## src/design/dcache_pkg.sv

```systemverilog
package dcache_pkg;

    // Cache geometry
    localparam int NUM_SETS = 2;
    localparam int NUM_WAYS = 2;

    // Backing memory, indexed by address bits 7 to 4
    localparam int MEM_LINES    = 16;
    localparam int MEM_LATENCY  = 4;
    localparam int MEM_IDX_BITS = $clog2(MEM_LINES);
    localparam int MEM_CNT_BITS = $clog2(MEM_LATENCY) + 1;

    typedef logic [31:0]  addr_t;
    typedef logic [31:0]  word_t;
    typedef logic [127:0] line_t;

    // Address split: tag | set | word | byte
    typedef logic [26:0] tag_t;
    typedef logic        set_idx_t;
    typedef logic        way_t;
    typedef logic [1:0]  word_off_t;
    typedef logic [1:0]  byte_off_t;

    // Access size and sign, as in the RISC-V funct3 field
    typedef logic [2:0] funct3_t;

    localparam funct3_t F3_B  = 3'b000;
    localparam funct3_t F3_H  = 3'b001;
    localparam funct3_t F3_W  = 3'b010;
    localparam funct3_t F3_BU = 3'b100;
    localparam funct3_t F3_HU = 3'b101;

    typedef enum logic [1:0] {
        IDLE,
        WRITEBACK,
        REFILL
    } ctrl_state_t;

    // Line-wide request to the backing memory
    typedef struct packed {
        logic  read_en;
        logic  write_en;
        addr_t addr;
        line_t write_data;
    } mem_req_t;

endpackage

```

## src/design/access_align.sv

```systemverilog
`timescale 1ns/1ps

module access_align import dcache_pkg::*; (
    input  line_t     line_in,
    input  word_off_t word_off,
    input  byte_off_t byte_off,
    input  funct3_t   funct3,
    input  word_t     store_data,
    output word_t     load_data,
    output line_t     merged_line
);

    word_t      word_sel;
    logic [7:0] byte_sel;
    logic [15:0] half_sel;
    logic [6:0] bit_pos;

    // Bit position of the addressed byte inside the line
    assign bit_pos  = {word_off, byte_off, 3'b000};
    assign word_sel = line_in[{word_off, 5'b00000} +: 32];
    assign byte_sel = word_sel[{byte_off, 3'b000} +: 8];
    // Halfwords are aligned, so byte_off is 0 or 2 here
    assign half_sel = word_sel[{byte_off[1], 4'b0000} +: 16];

    always_comb begin
        case (funct3)
            F3_B:    load_data = {{24{byte_sel[7]}}, byte_sel};
            F3_H:    load_data = {{16{half_sel[15]}}, half_sel};
            F3_BU:   load_data = {24'h000000, byte_sel};
            F3_HU:   load_data = {16'h0000, half_sel};
            default: load_data = word_sel;
        endcase
    end

    // Replace only the bytes that the store covers
    always_comb begin
        merged_line = line_in;
        case (funct3)
            F3_B: begin
                merged_line[bit_pos +: 8] = store_data[7:0];
            end
            F3_H: begin
                merged_line[{word_off, byte_off[1], 4'b0000} +: 16] = store_data[15:0];
            end
            default: begin
                merged_line[{word_off, 5'b00000} +: 32] = store_data;
            end
        endcase
    end

endmodule

```

## src/design/dcache_array.sv

```systemverilog
`timescale 1ns/1ps

module dcache_array import dcache_pkg::*; (
    input  logic  clk,
    input  logic  reset,
    input  addr_t addr,
    input  logic  lookup_en,
    output logic  hit,
    output line_t hit_line,
    output way_t  victim_way,
    output logic  victim_valid,
    output logic  victim_dirty,
    output tag_t  victim_tag,
    output line_t victim_line,
    input  logic  store_en,
    input  line_t store_line,
    input  logic  fill_en,
    input  line_t fill_line,
    input  logic  clean_en
);

    line_t data  [NUM_SETS][NUM_WAYS];
    tag_t  tags  [NUM_SETS][NUM_WAYS];
    logic  valid [NUM_SETS][NUM_WAYS];
    logic  dirty [NUM_SETS][NUM_WAYS];
    way_t  lru   [NUM_SETS];

    tag_t                req_tag;
    set_idx_t            set_idx;
    logic [NUM_WAYS-1:0] match;
    way_t                hit_way;

    assign req_tag = addr[31:5];
    assign set_idx = addr[4];

    // Both ways compared in parallel
    always_comb begin
        hit_way = '0;
        for (int w = 0; w < NUM_WAYS; w++) begin
            match[w] = valid[set_idx][w] && (tags[set_idx][w] == req_tag);
            if (match[w]) begin
                hit_way = way_t'(w);
            end
        end
    end

    assign hit      = lookup_en && (|match);
    assign hit_line = data[set_idx][hit_way];

    // LRU points at the way to replace next
    assign victim_way   = lru[set_idx];
    assign victim_valid = valid[set_idx][victim_way];
    assign victim_dirty = dirty[set_idx][victim_way];
    assign victim_tag   = tags[set_idx][victim_way];
    assign victim_line  = data[set_idx][victim_way];

    always_ff @(posedge clk) begin
        if (reset) begin
            for (int s = 0; s < NUM_SETS; s++) begin
                for (int w = 0; w < NUM_WAYS; w++) begin
                    valid[s][w] <= 1'b0;
                    dirty[s][w] <= 1'b0;
                end
                lru[s] <= '0;
            end
        end else begin
            if (fill_en) begin
                // A store merged into the refill leaves the line dirty
                valid[set_idx][victim_way] <= 1'b1;
                dirty[set_idx][victim_way] <= store_en;
                lru[set_idx]               <= ~victim_way;
            end else if (store_en) begin
                dirty[set_idx][hit_way] <= 1'b1;
                lru[set_idx]            <= ~hit_way;
            end else if (clean_en) begin
                dirty[set_idx][victim_way] <= 1'b0;
            end
        end
    end

    always_ff @(posedge clk) begin
        if (fill_en) begin
            data[set_idx][victim_way] <= fill_line;
            tags[set_idx][victim_way] <= req_tag;
        end else if (store_en) begin
            data[set_idx][hit_way] <= store_line;
        end
    end

endmodule

```

## src/design/dcache_ctrl.sv

```systemverilog
`timescale 1ns/1ps

module dcache_ctrl import dcache_pkg::*; (
    input  logic     clk,
    input  logic     reset,
    input  logic     read_en,
    input  logic     write_en,
    input  logic     bypass,
    input  addr_t    addr,
    input  word_t    write_data,
    input  funct3_t  funct3,
    input  logic     hit,
    input  logic     victim_valid,
    input  logic     victim_dirty,
    input  tag_t     victim_tag,
    input  line_t    victim_line,
    input  logic     mem_ready,
    input  line_t    mem_read_data,
    input  line_t    merged_line,
    output logic     busy,
    output logic     lookup_en,
    output logic     store_en,
    output line_t    store_line,
    output logic     fill_en,
    output line_t    fill_line,
    output logic     clean_en,
    output logic     refill_sel,
    output mem_req_t mem_req,
    output word_t    align_data,
    output funct3_t  align_funct3
);

    ctrl_state_t state;

    logic     pend_store;
    word_t    pend_data;
    funct3_t  pend_funct3;
    set_idx_t set_idx;
    addr_t    line_addr;
    logic     miss;
    logic     refill_done;

    assign set_idx   = addr[4];
    assign line_addr = {addr[31:5], set_idx, 4'b0000};

    // Bypassed loads never touch the cache
    assign lookup_en = (read_en && !bypass) || write_en;
    assign busy      = lookup_en && !hit;
    assign miss      = busy && (state == IDLE);

    assign refill_done = (state == REFILL) && mem_ready;
    assign refill_sel  = (state == REFILL);
    assign clean_en    = (state == WRITEBACK) && mem_ready;
    assign fill_en     = refill_done;

    // Store hit in IDLE, or a pending store merged at refill
    assign store_en   = ((state == IDLE) && write_en && hit) || (refill_done && pend_store);
    assign store_line = merged_line;
    assign fill_line  = pend_store ? merged_line : mem_read_data;

    assign align_data   = (state == IDLE) ? write_data : pend_data;
    assign align_funct3 = (state == IDLE) ? funct3 : pend_funct3;

    always_ff @(posedge clk) begin
        if (reset) begin
            state      <= IDLE;
            mem_req    <= '0;
            pend_store <= 1'b0;
        end else begin
            case (state)
                IDLE: begin
                    if (miss) begin
                        pend_store <= write_en;
                        if (victim_valid && victim_dirty) begin
                            mem_req.write_en   <= 1'b1;
                            mem_req.addr       <= {victim_tag, set_idx, 4'b0000};
                            mem_req.write_data <= victim_line;
                            state              <= WRITEBACK;
                        end else begin
                            mem_req.read_en <= 1'b1;
                            mem_req.addr    <= line_addr;
                            state           <= REFILL;
                        end
                    end
                end
                WRITEBACK: begin
                    // Victim is in memory, fetch the missing line next
                    if (mem_ready) begin
                        mem_req.write_en <= 1'b0;
                        mem_req.read_en  <= 1'b1;
                        mem_req.addr     <= line_addr;
                        state            <= REFILL;
                    end
                end
                REFILL: begin
                    if (mem_ready) begin
                        mem_req.read_en <= 1'b0;
                        state           <= IDLE;
                    end
                end
                default: state <= IDLE;
            endcase
        end
    end

    // Store payload held for the merge at refill
    always_ff @(posedge clk) begin
        if (miss) begin
            pend_data   <= write_data;
            pend_funct3 <= funct3;
        end
    end

endmodule

```

## src/design/dcache_top.sv

```systemverilog
`timescale 1ns/1ps

module dcache_top import dcache_pkg::*; (
    input  logic    clk,
    input  logic    reset,
    input  addr_t   addr,
    input  word_t   write_data,
    input  logic    write_en,
    input  logic    read_en,
    input  logic    bypass,
    input  funct3_t funct3,
    output word_t   read_data,
    output logic    hit,
    output logic    busy
);

    line_t    hit_line;
    logic     victim_valid;
    logic     victim_dirty;
    tag_t     victim_tag;
    line_t    victim_line;
    logic     lookup_en;
    logic     store_en;
    line_t    store_line;
    logic     fill_en;
    line_t    fill_line;
    logic     clean_en;
    logic     refill_sel;
    mem_req_t mem_req;
    logic     mem_ready;
    line_t    mem_read_data;
    line_t    align_line;
    line_t    merged_line;
    word_t    align_data;
    funct3_t  align_funct3;

    // During refill the merger works on the line coming from memory
    assign align_line = refill_sel ? mem_read_data : hit_line;

    dcache_array array_i (
        .clk          (clk),
        .reset        (reset),
        .addr         (addr),
        .lookup_en    (lookup_en),
        .hit          (hit),
        .hit_line     (hit_line),
        .victim_way   (),
        .victim_valid (victim_valid),
        .victim_dirty (victim_dirty),
        .victim_tag   (victim_tag),
        .victim_line  (victim_line),
        .store_en     (store_en),
        .store_line   (store_line),
        .fill_en      (fill_en),
        .fill_line    (fill_line),
        .clean_en     (clean_en)
    );

    dcache_ctrl ctrl_i (
        .clk           (clk),
        .reset         (reset),
        .read_en       (read_en),
        .write_en      (write_en),
        .bypass        (bypass),
        .addr          (addr),
        .write_data    (write_data),
        .funct3        (funct3),
        .hit           (hit),
        .victim_valid  (victim_valid),
        .victim_dirty  (victim_dirty),
        .victim_tag    (victim_tag),
        .victim_line   (victim_line),
        .mem_ready     (mem_ready),
        .mem_read_data (mem_read_data),
        .merged_line   (merged_line),
        .busy          (busy),
        .lookup_en     (lookup_en),
        .store_en      (store_en),
        .store_line    (store_line),
        .fill_en       (fill_en),
        .fill_line     (fill_line),
        .clean_en      (clean_en),
        .refill_sel    (refill_sel),
        .mem_req       (mem_req),
        .align_data    (align_data),
        .align_funct3  (align_funct3)
    );

    access_align align_i (
        .line_in     (align_line),
        .word_off    (addr[3:2]),
        .byte_off    (addr[1:0]),
        .funct3      (align_funct3),
        .store_data  (align_data),
        .load_data   (read_data),
        .merged_line (merged_line)
    );

    line_memory mem_i (
        .clk           (clk),
        .reset         (reset),
        .mem_req       (mem_req),
        .mem_ready     (mem_ready),
        .mem_read_data (mem_read_data)
    );

endmodule

```

## src/design/line_memory.sv

```systemverilog
`timescale 1ns/1ps

module line_memory import dcache_pkg::*; (
    input  logic     clk,
    input  logic     reset,
    input  mem_req_t mem_req,
    output logic     mem_ready,
    output line_t    mem_read_data
);

    line_t mem [MEM_LINES];

    logic                    active;
    logic [MEM_CNT_BITS-1:0] count;
    logic [MEM_IDX_BITS-1:0] idx;
    logic                    req_on;
    logic                    last;

    assign idx    = mem_req.addr[MEM_IDX_BITS+3:4];
    assign req_on = mem_req.read_en || mem_req.write_en;
    assign last   = active && (count == 1);

    // A request still high during its ready cycle is not a new one
    always_ff @(posedge clk) begin
        if (reset) begin
            active    <= 1'b0;
            count     <= '0;
            mem_ready <= 1'b0;
        end else begin
            mem_ready <= 1'b0;
            if (active) begin
                count <= count - 1'b1;
                if (last) begin
                    mem_ready <= 1'b1;
                    active    <= 1'b0;
                end
            end else if (req_on && !mem_ready) begin
                active <= 1'b1;
                count  <= MEM_CNT_BITS'(MEM_LATENCY - 1);
            end
        end
    end

    always_ff @(posedge clk) begin
        if (last) begin
            if (mem_req.write_en) begin
                mem[idx] <= mem_req.write_data;
            end
            mem_read_data <= mem[idx];
        end
    end

endmodule

```

## config.mk

```make
export PLATFORM = sky130hd
export DESIGN_NAME = dcache_top
export DESIGN_NICKNAME = d
export VERILOG_FILES = /design/src/design/dcache_pkg.sv /design/src/design/access_align.sv /design/src/design/dcache_array.sv /design/src/design/dcache_ctrl.sv /design/src/design/dcache_top.sv /design/src/design/line_memory.sv
export SDC_FILE = /design/constraint.sdc
export NUM_CORES = 2
export LEC_CHECK = 0
export BUFFER_PORTS_ARGS = -buffer_cell sky130_fd_sc_hd__buf_4
export CORE_MARGIN = 2
export CORE_UTILIZATION = 45
export DETAILED_ROUTE_END_ITERATION = 10
export PLACE_DENSITY = 0.71
export SYNTH_ARGS = -nofsm -noshare
export SYNTH_HDL_FRONTEND = slang
export SYNTH_HIERARCHICAL = 1
export SYNTH_SLANG_ARGS = --single-unit
```

## constraint.sdc

```tcl
create_clock -name clk -period 13.09 [get_ports clk]
set_clock_uncertainty 0.2 [all_clocks]
set_input_delay 1.309 -clock clk [delete_from_list [all_inputs] [get_ports clk]]
set_output_delay 1.309 -clock clk [all_outputs]
set_load 0.01 [all_outputs]
```

# Word level (Yosys, flattened, before mapping)
# Memories as Yosys holds them, arrays and structs flattened. A register that Yosys moved wholly into a read port is not among the register bits.
# Cells that the tools add are included.
# totals
output_inout_bits	34
n_memories	6
mem_bits_rw	2678
register_bits	181
# op_classes
n_bitwise	266
n_lt_le_gt_ge	4
muxes	347
eq_ne	13
reduce_logical	38
shift	9
add_sub_neg	4
# memory_table
name	depth	word_bits	rd	rd_clocked_by_memory_dff	write_ports	line_no	source
mem_i.mem	16	128	1	1	1	line_memory.sv:11	line_t mem [MEM_LINES];
array_i.data	2	256	1	0	1	dcache_array.sv:22	line_t data [NUM_SETS][NUM_WAYS];
array_i.tags	2	54	1	0	1	dcache_array.sv:23	tag_t tags [NUM_SETS][NUM_WAYS];
array_i.dirty	2	2	1	0	2	dcache_array.sv:25	logic dirty [NUM_SETS][NUM_WAYS];
array_i.valid	2	2	1	0	2	dcache_array.sv:24	logic valid [NUM_SETS][NUM_WAYS];
array_i.lru	2	1	1	0	2	dcache_array.sv:26	way_t lru [NUM_SETS];
# ops
operator	count
128-bit 2-to-1 mux	11
256-bit 2-to-1 mux	2
128-bit bitwise mux	3
1-bit 2-to-1 mux	298
1-bit OR	261
128-bit demux with 1-bit select	2
128-bit case mux with 2 select lines	1
162-bit 2-to-1 mux	1
32-bit case mux with 4 select lines	1
16-bit by 9-bit variable shift with 128-bit output, first input constant	1
32-bit by 9-bit variable shift with 128-bit output, first input constant	1
8-bit by 9-bit variable shift with 128-bit output, first input constant	1
128-bit by 8-bit variable part select with 32-bit output	1
16-bit by 9-bit variable part select with 128-bit output	1
32-bit by 9-bit variable part select with 128-bit output	1
8-bit by 9-bit variable part select with 128-bit output	1
27-bit 2-to-1 mux	4
33-bit case mux with 2 select lines	1
32-bit 2-to-1 mux	2
27-bit == test	2
54-bit 2-to-1 mux	1
34-bit 2-to-1 mux	1
32-bit by 6-bit variable part select with 16-bit output	1
32-bit by 6-bit variable part select with 8-bit output	1
other kinds (31)	81

# Logic depth before layout (Yosys ltp)
# An unclocked memory read counts as a cell.
# logic_depth
word_depth	15
ltp_mapped	19
depth_no_buf	14

# Modules after synthesis
# Netlist, hierarchy kept.
# by_module_without_submodules
mod	instances	cells_each	area_per_inst_um2
line_memory	1	3296	80526.0
dcache_array	1	1968	31285.0
dcache_ctrl	1	1111	10104.7
access_align	1	1196	8448.1
dcache_top	1	142	1619.1

# Least setup slack after synthesis
# Ideal clock, no wire load.
# synth_path
path_type	input port to flip-flop
start	in addr[4]
end	mem array_i/data[0][128] (netlist name) (enable)
t_required_ns	12.232
path_stages	19
slack_ns	1.300
t_arrival_ns	10.932
cell_sequence	buf_4 buf_4 buf_2 mux2i_1 xnor2_1 nor4_1 nand3_1 nor2_1 buf_2 buf_1 o21a_1 a32o_1 inv_1 nor2_1 o21ai_0 clkbuf_1 buf_2 buf_2 a21oi_1
# synth_between
elab_chain_len	11
# synth_rtl
item	line_no	source
start: declaration	dcache_top.sv:6	input addr_t addr,
memory read 2 x 54 bit	-	
27-bit == test	dcache_array.sv:40	match[w] = valid[set_idx][w] && (tags[set_idx][w] == req_tag);
1-bit logical AND	dcache_array.sv:40	
2-bit OR reduction (*)	dcache_array.sv:47	assign hit = lookup_en && (|match);
1-bit logical AND (*)	dcache_array.sv:47	
net hit	dcache_top.sv:13	output logic hit,
1-bit logical AND (*)	dcache_ctrl.sv:57	assign store_en = ((state == IDLE) && write_en && hit) || (refill_done && pend_store);
1-bit logical OR (*)	dcache_ctrl.sv:57	
net store_en	dcache_top.sv:23	logic store_en;
1-bit 2-to-1 mux (*)	dcache_array.sv:85	end else if (store_en) begin
1-bit 2-to-1 mux (*)	dcache_array.sv:82	if (fill_en) begin
256-bit 2-to-1 mux (implied by the code) (*)	dcache_array.sv:86	data[set_idx][hit_way] <= store_line;
1-bit OR (no line) (*)	-	
end: declaration	dcache_array.sv:22	
# The timed path passes the listed nets; every way through them passes the cells marked *.

# Worst setup path after layout
# layout_path
start	in addr[4]
end	out read_data[6]
# layout_between
elab_chain_len	12
# layout_rtl
item	line_no	source
memory read 2 x 54 bit	-	
27-bit == test	dcache_array.sv:40	
1-bit logical AND	dcache_array.sv:40	
1-bit 2-to-1 mux	dcache_array.sv:41	if (match[w]) begin
1-bit inverter with 2-bit output (implied by the code)	dcache_array.sv:48	assign hit_line = data[set_idx][hit_way];
128-bit 2-to-1 mux (implied by the code) (*) (3 in a row)	dcache_array.sv:48	
net hit_line[126]	dcache_top.sv:17	line_t hit_line;
128-bit 2-to-1 mux (*)	dcache_top.sv:38	assign align_line = refill_sel ? mem_read_data : hit_line;
net align_line[126]	dcache_top.sv:32	line_t align_line;
128-bit by 8-bit variable part select with 32-bit output (*)	access_align.sv:20	assign word_sel = line_in[{word_off, 5'b00000} +: 32];
32-bit by 6-bit variable part select with 8-bit output (*)	access_align.sv:21	assign byte_sel = word_sel[{byte_off, 3'b000} +: 8];
32-bit case mux with 4 select lines (*)	access_align.sv:26	case (funct3)
end: declaration	dcache_top.sv:12	output word_t read_data,
# The timed path passes the listed nets; every way through them passes the cells marked *. The select of a mux whose other input is x is not followed.

==> flow_summary.json <==
{
  "fillers": 22972,
  "drive_above_1_share_pct": 24.9,
  "critPathMaxStageDelay_ns": 1.13,
  "drc": 0,
  "power.density_nw_per_um2": 168,
  "hpwlAfterDp_um": 192000,
  "gp_congestion": 0.936,
  "ir_drop_mv": 0.154,
  "portBuffers": 105,
  "required_ns": 11.58,
  "root_buffer": "clkbuf_16",
  "setup.worst_path.class": "in2out",
  "clock-sinks": 2983,
  "synthCells": 7503,
  "power_mw": 24.2,
  "cts_hold_buf": 0,
  "start_util_pct": 45.2,
  "tightest_slew_ns": 1.49,
  "fp.dieH_um": 542,
  "cp_cell_sequence": "buf_8 > mux2i_1 > xnor2_1 > nor4_1 > nand4_1 > nor2_4 > buf_12 > mux4_2 > mux2_2 > mux4_2 > nand2_1 > o21ai_1 > o22ai_1 > a21oi_1 > buf_4",
  "num_vias": 73297,
  "critPathBufInv": 3,
  "p_clk_share_pct": 35.6,
  "cellInternalPower_mw": 17.4,
  "nets": 7478,
  "final-max-slew-violation-count": 0,
  "leakagePower_nw": 47.7,
  "final-hold-violation-count": 0,
  "core_area_sq_um": 288000,
  "relSlewSlack_pct": 0.741,
  "tns_ns": 0,
  "yosysWarnings": 6,
  "grt_pass1_vias": 73823,
  "period_needed_ns": 9.28,
  "swShare_pct": 27.9,
  "setup_violations": 0,
  "dieArea_sq_um": 294000,
  "worst_setup_path_start_kind": "input port",
  "path_clk_slew_ns": 0.06,
  "seqPwrFrac_pct": 45.3,
  "timing.final.crit_share_pct": 70.9,
  "wire_per_inst_um": 31.2,
  "clock.fmax_ghz": 0.108,
  "status": "finished, violations left",
  "numCtsBuffers": 306,
  "grt-ovfl-total": 0,
  "grt_usage_pct": 23.9,
  "cap_violations": 1,
  "syn_area_per_cell_sq_um": 17.4,
  "endpoint_kind": "output pin",
  "io_pins": 106,
  "clkLatencyLatePin_ns": 0.91,
  "viasPerCell": 6.42,
  "max-clock-path-buffers": 4,
  "cp_top_family": "compound AO/OA/AOI/OAI gates",
  "die_width_um": 542,
  "syn_to_final_growth_pct": 10.3,
  "grt_max_degree": 176,
  "grt_pass1_wl_um": 518000,
  "comb_power_share_pct": 19.1,
  "h-tree-depth": 5,
  "p_sw_mw": 6.73,
  "slowest_stage": "o22ai_1",
  "critPathMaxFanout": 113,
  "worstPathArrival_ns": 7.77,
  "violations": "capacitance limit",
  "synth_nets": 7594,
  "drt_wl_total_um": 356000,
  "first_pass_iters": 9,
  "grt_antenna_before_repair": 11,
  "cts_resized": 0,
  "syn_area_sq_um": 130000,
  "crit_top_cell": "mux4_2",
  "worstHoldPathType": "reg2reg",
  "antenna_left": 0,
  "cts_tree": "yes",
  "num_rows": 197,
  "post_cts_buffers": 0,
  "rsz0062_at_grt": "no",
  "drt_iter0_markers": 9758
}
==> routing by layer <==
metal  GRT usage (%)  share of wire (%)
met1            31.9                 38
met2            37.3                 46
met3            4.83                 10
met4            12.0                5.6
met5               0              0.015
==> cell type report <==
type                    count  area (sq um)  area share (%)
flip-flops and latches   2983         88200            61.4
multi-input cells        3770         38500            26.8
clock buffers             386          8180            5.69
well taps                3781          4730            3.29
repair buffers            231          2030            1.42
clock inverters           155          1610            1.12
inverters                  95           364           0.253
diodes                      9          22.5          0.0157
==> per-stage QoR <==
stage	utilization, %	setup slack (ns)	hold WS, ns	cells	cell area, sq um
finish	49.9	3.81	0.321	11410	144000
global route	49.9	3.71	0.356	11409	144000
CTS	49.9	4.22	0.321	11401	144000
detailed placement	46.5	4.24	0.311	10860	134000
global placement	46.5	4.17	0.288	10860	134000
floorplan	-	1.30	0.248	7503	130000
==> path summary, 6_finish.rpt <==
check,cells after the start,from,slack [ns],to
setup reg to reg,12,array_i/tags[1][2],6.39,array_i/data[1][28]
setup / recovery,15,addr[4],3.81,read_data[6]
hold / removal,1,mem_i/count[0],0.32,mem_i/count[0]
hold reg to reg,1,mem_i/count[0],0.32,mem_i/count[0]
==> cell usage in the layout, fill, tap and decap left out, drive strengths merged, types with 6 or more instances in the layout <==
cell,n
a211oi,138
a21o,8
a21oi,293
a22o,8
a22oi,281
a2bb2oi,7
a311oi,6
a31oi,54
and2,16
and3,13
buf,231
bufinv,24
clkbuf,386
clkinv,109
clkinvlp,15
dfxtp,142
diode,9
edfxtp,2841
ha,19
inv,102
mux2,552
mux2i,412
mux4,670
nand2,522
nand2b,32
nand3,70
nor2,120
nor2b,168
nor3,21
nor3b,6
nor4,17
o21ai,103
o221ai,81
o22a,31
o22ai,9
or2,6
xnor2,44
xor2,12
==> power groups by stage <==
stage	registers, mW	logic, mW	clock network, mW
global placement	11.1	4.43	0
detailed placement	11.1	4.50	0
floorplan	11.0	3.32	0
finish	11.0	4.62	8.60
global route	11.0	4.83	9.04
CTS	10.9	4.53	8.69
==> sequential cells by signal, summed over array words and instances, names as in the netlist, 2 cells and up <==
signal,flops
array_i/data,512
array_i/dirty,4
ctrl_i/mem_req,134
array_i/valid,4
mem_i/mem,2048
mem_i/count,3
array_i/lru,2
ctrl_i/state,2
array_i/tags,108
ctrl_i/pend_funct3,3
ctrl_i/pend_data,32
mem_i/mem_read_data,128
Power figures use the tool's default switching activity.
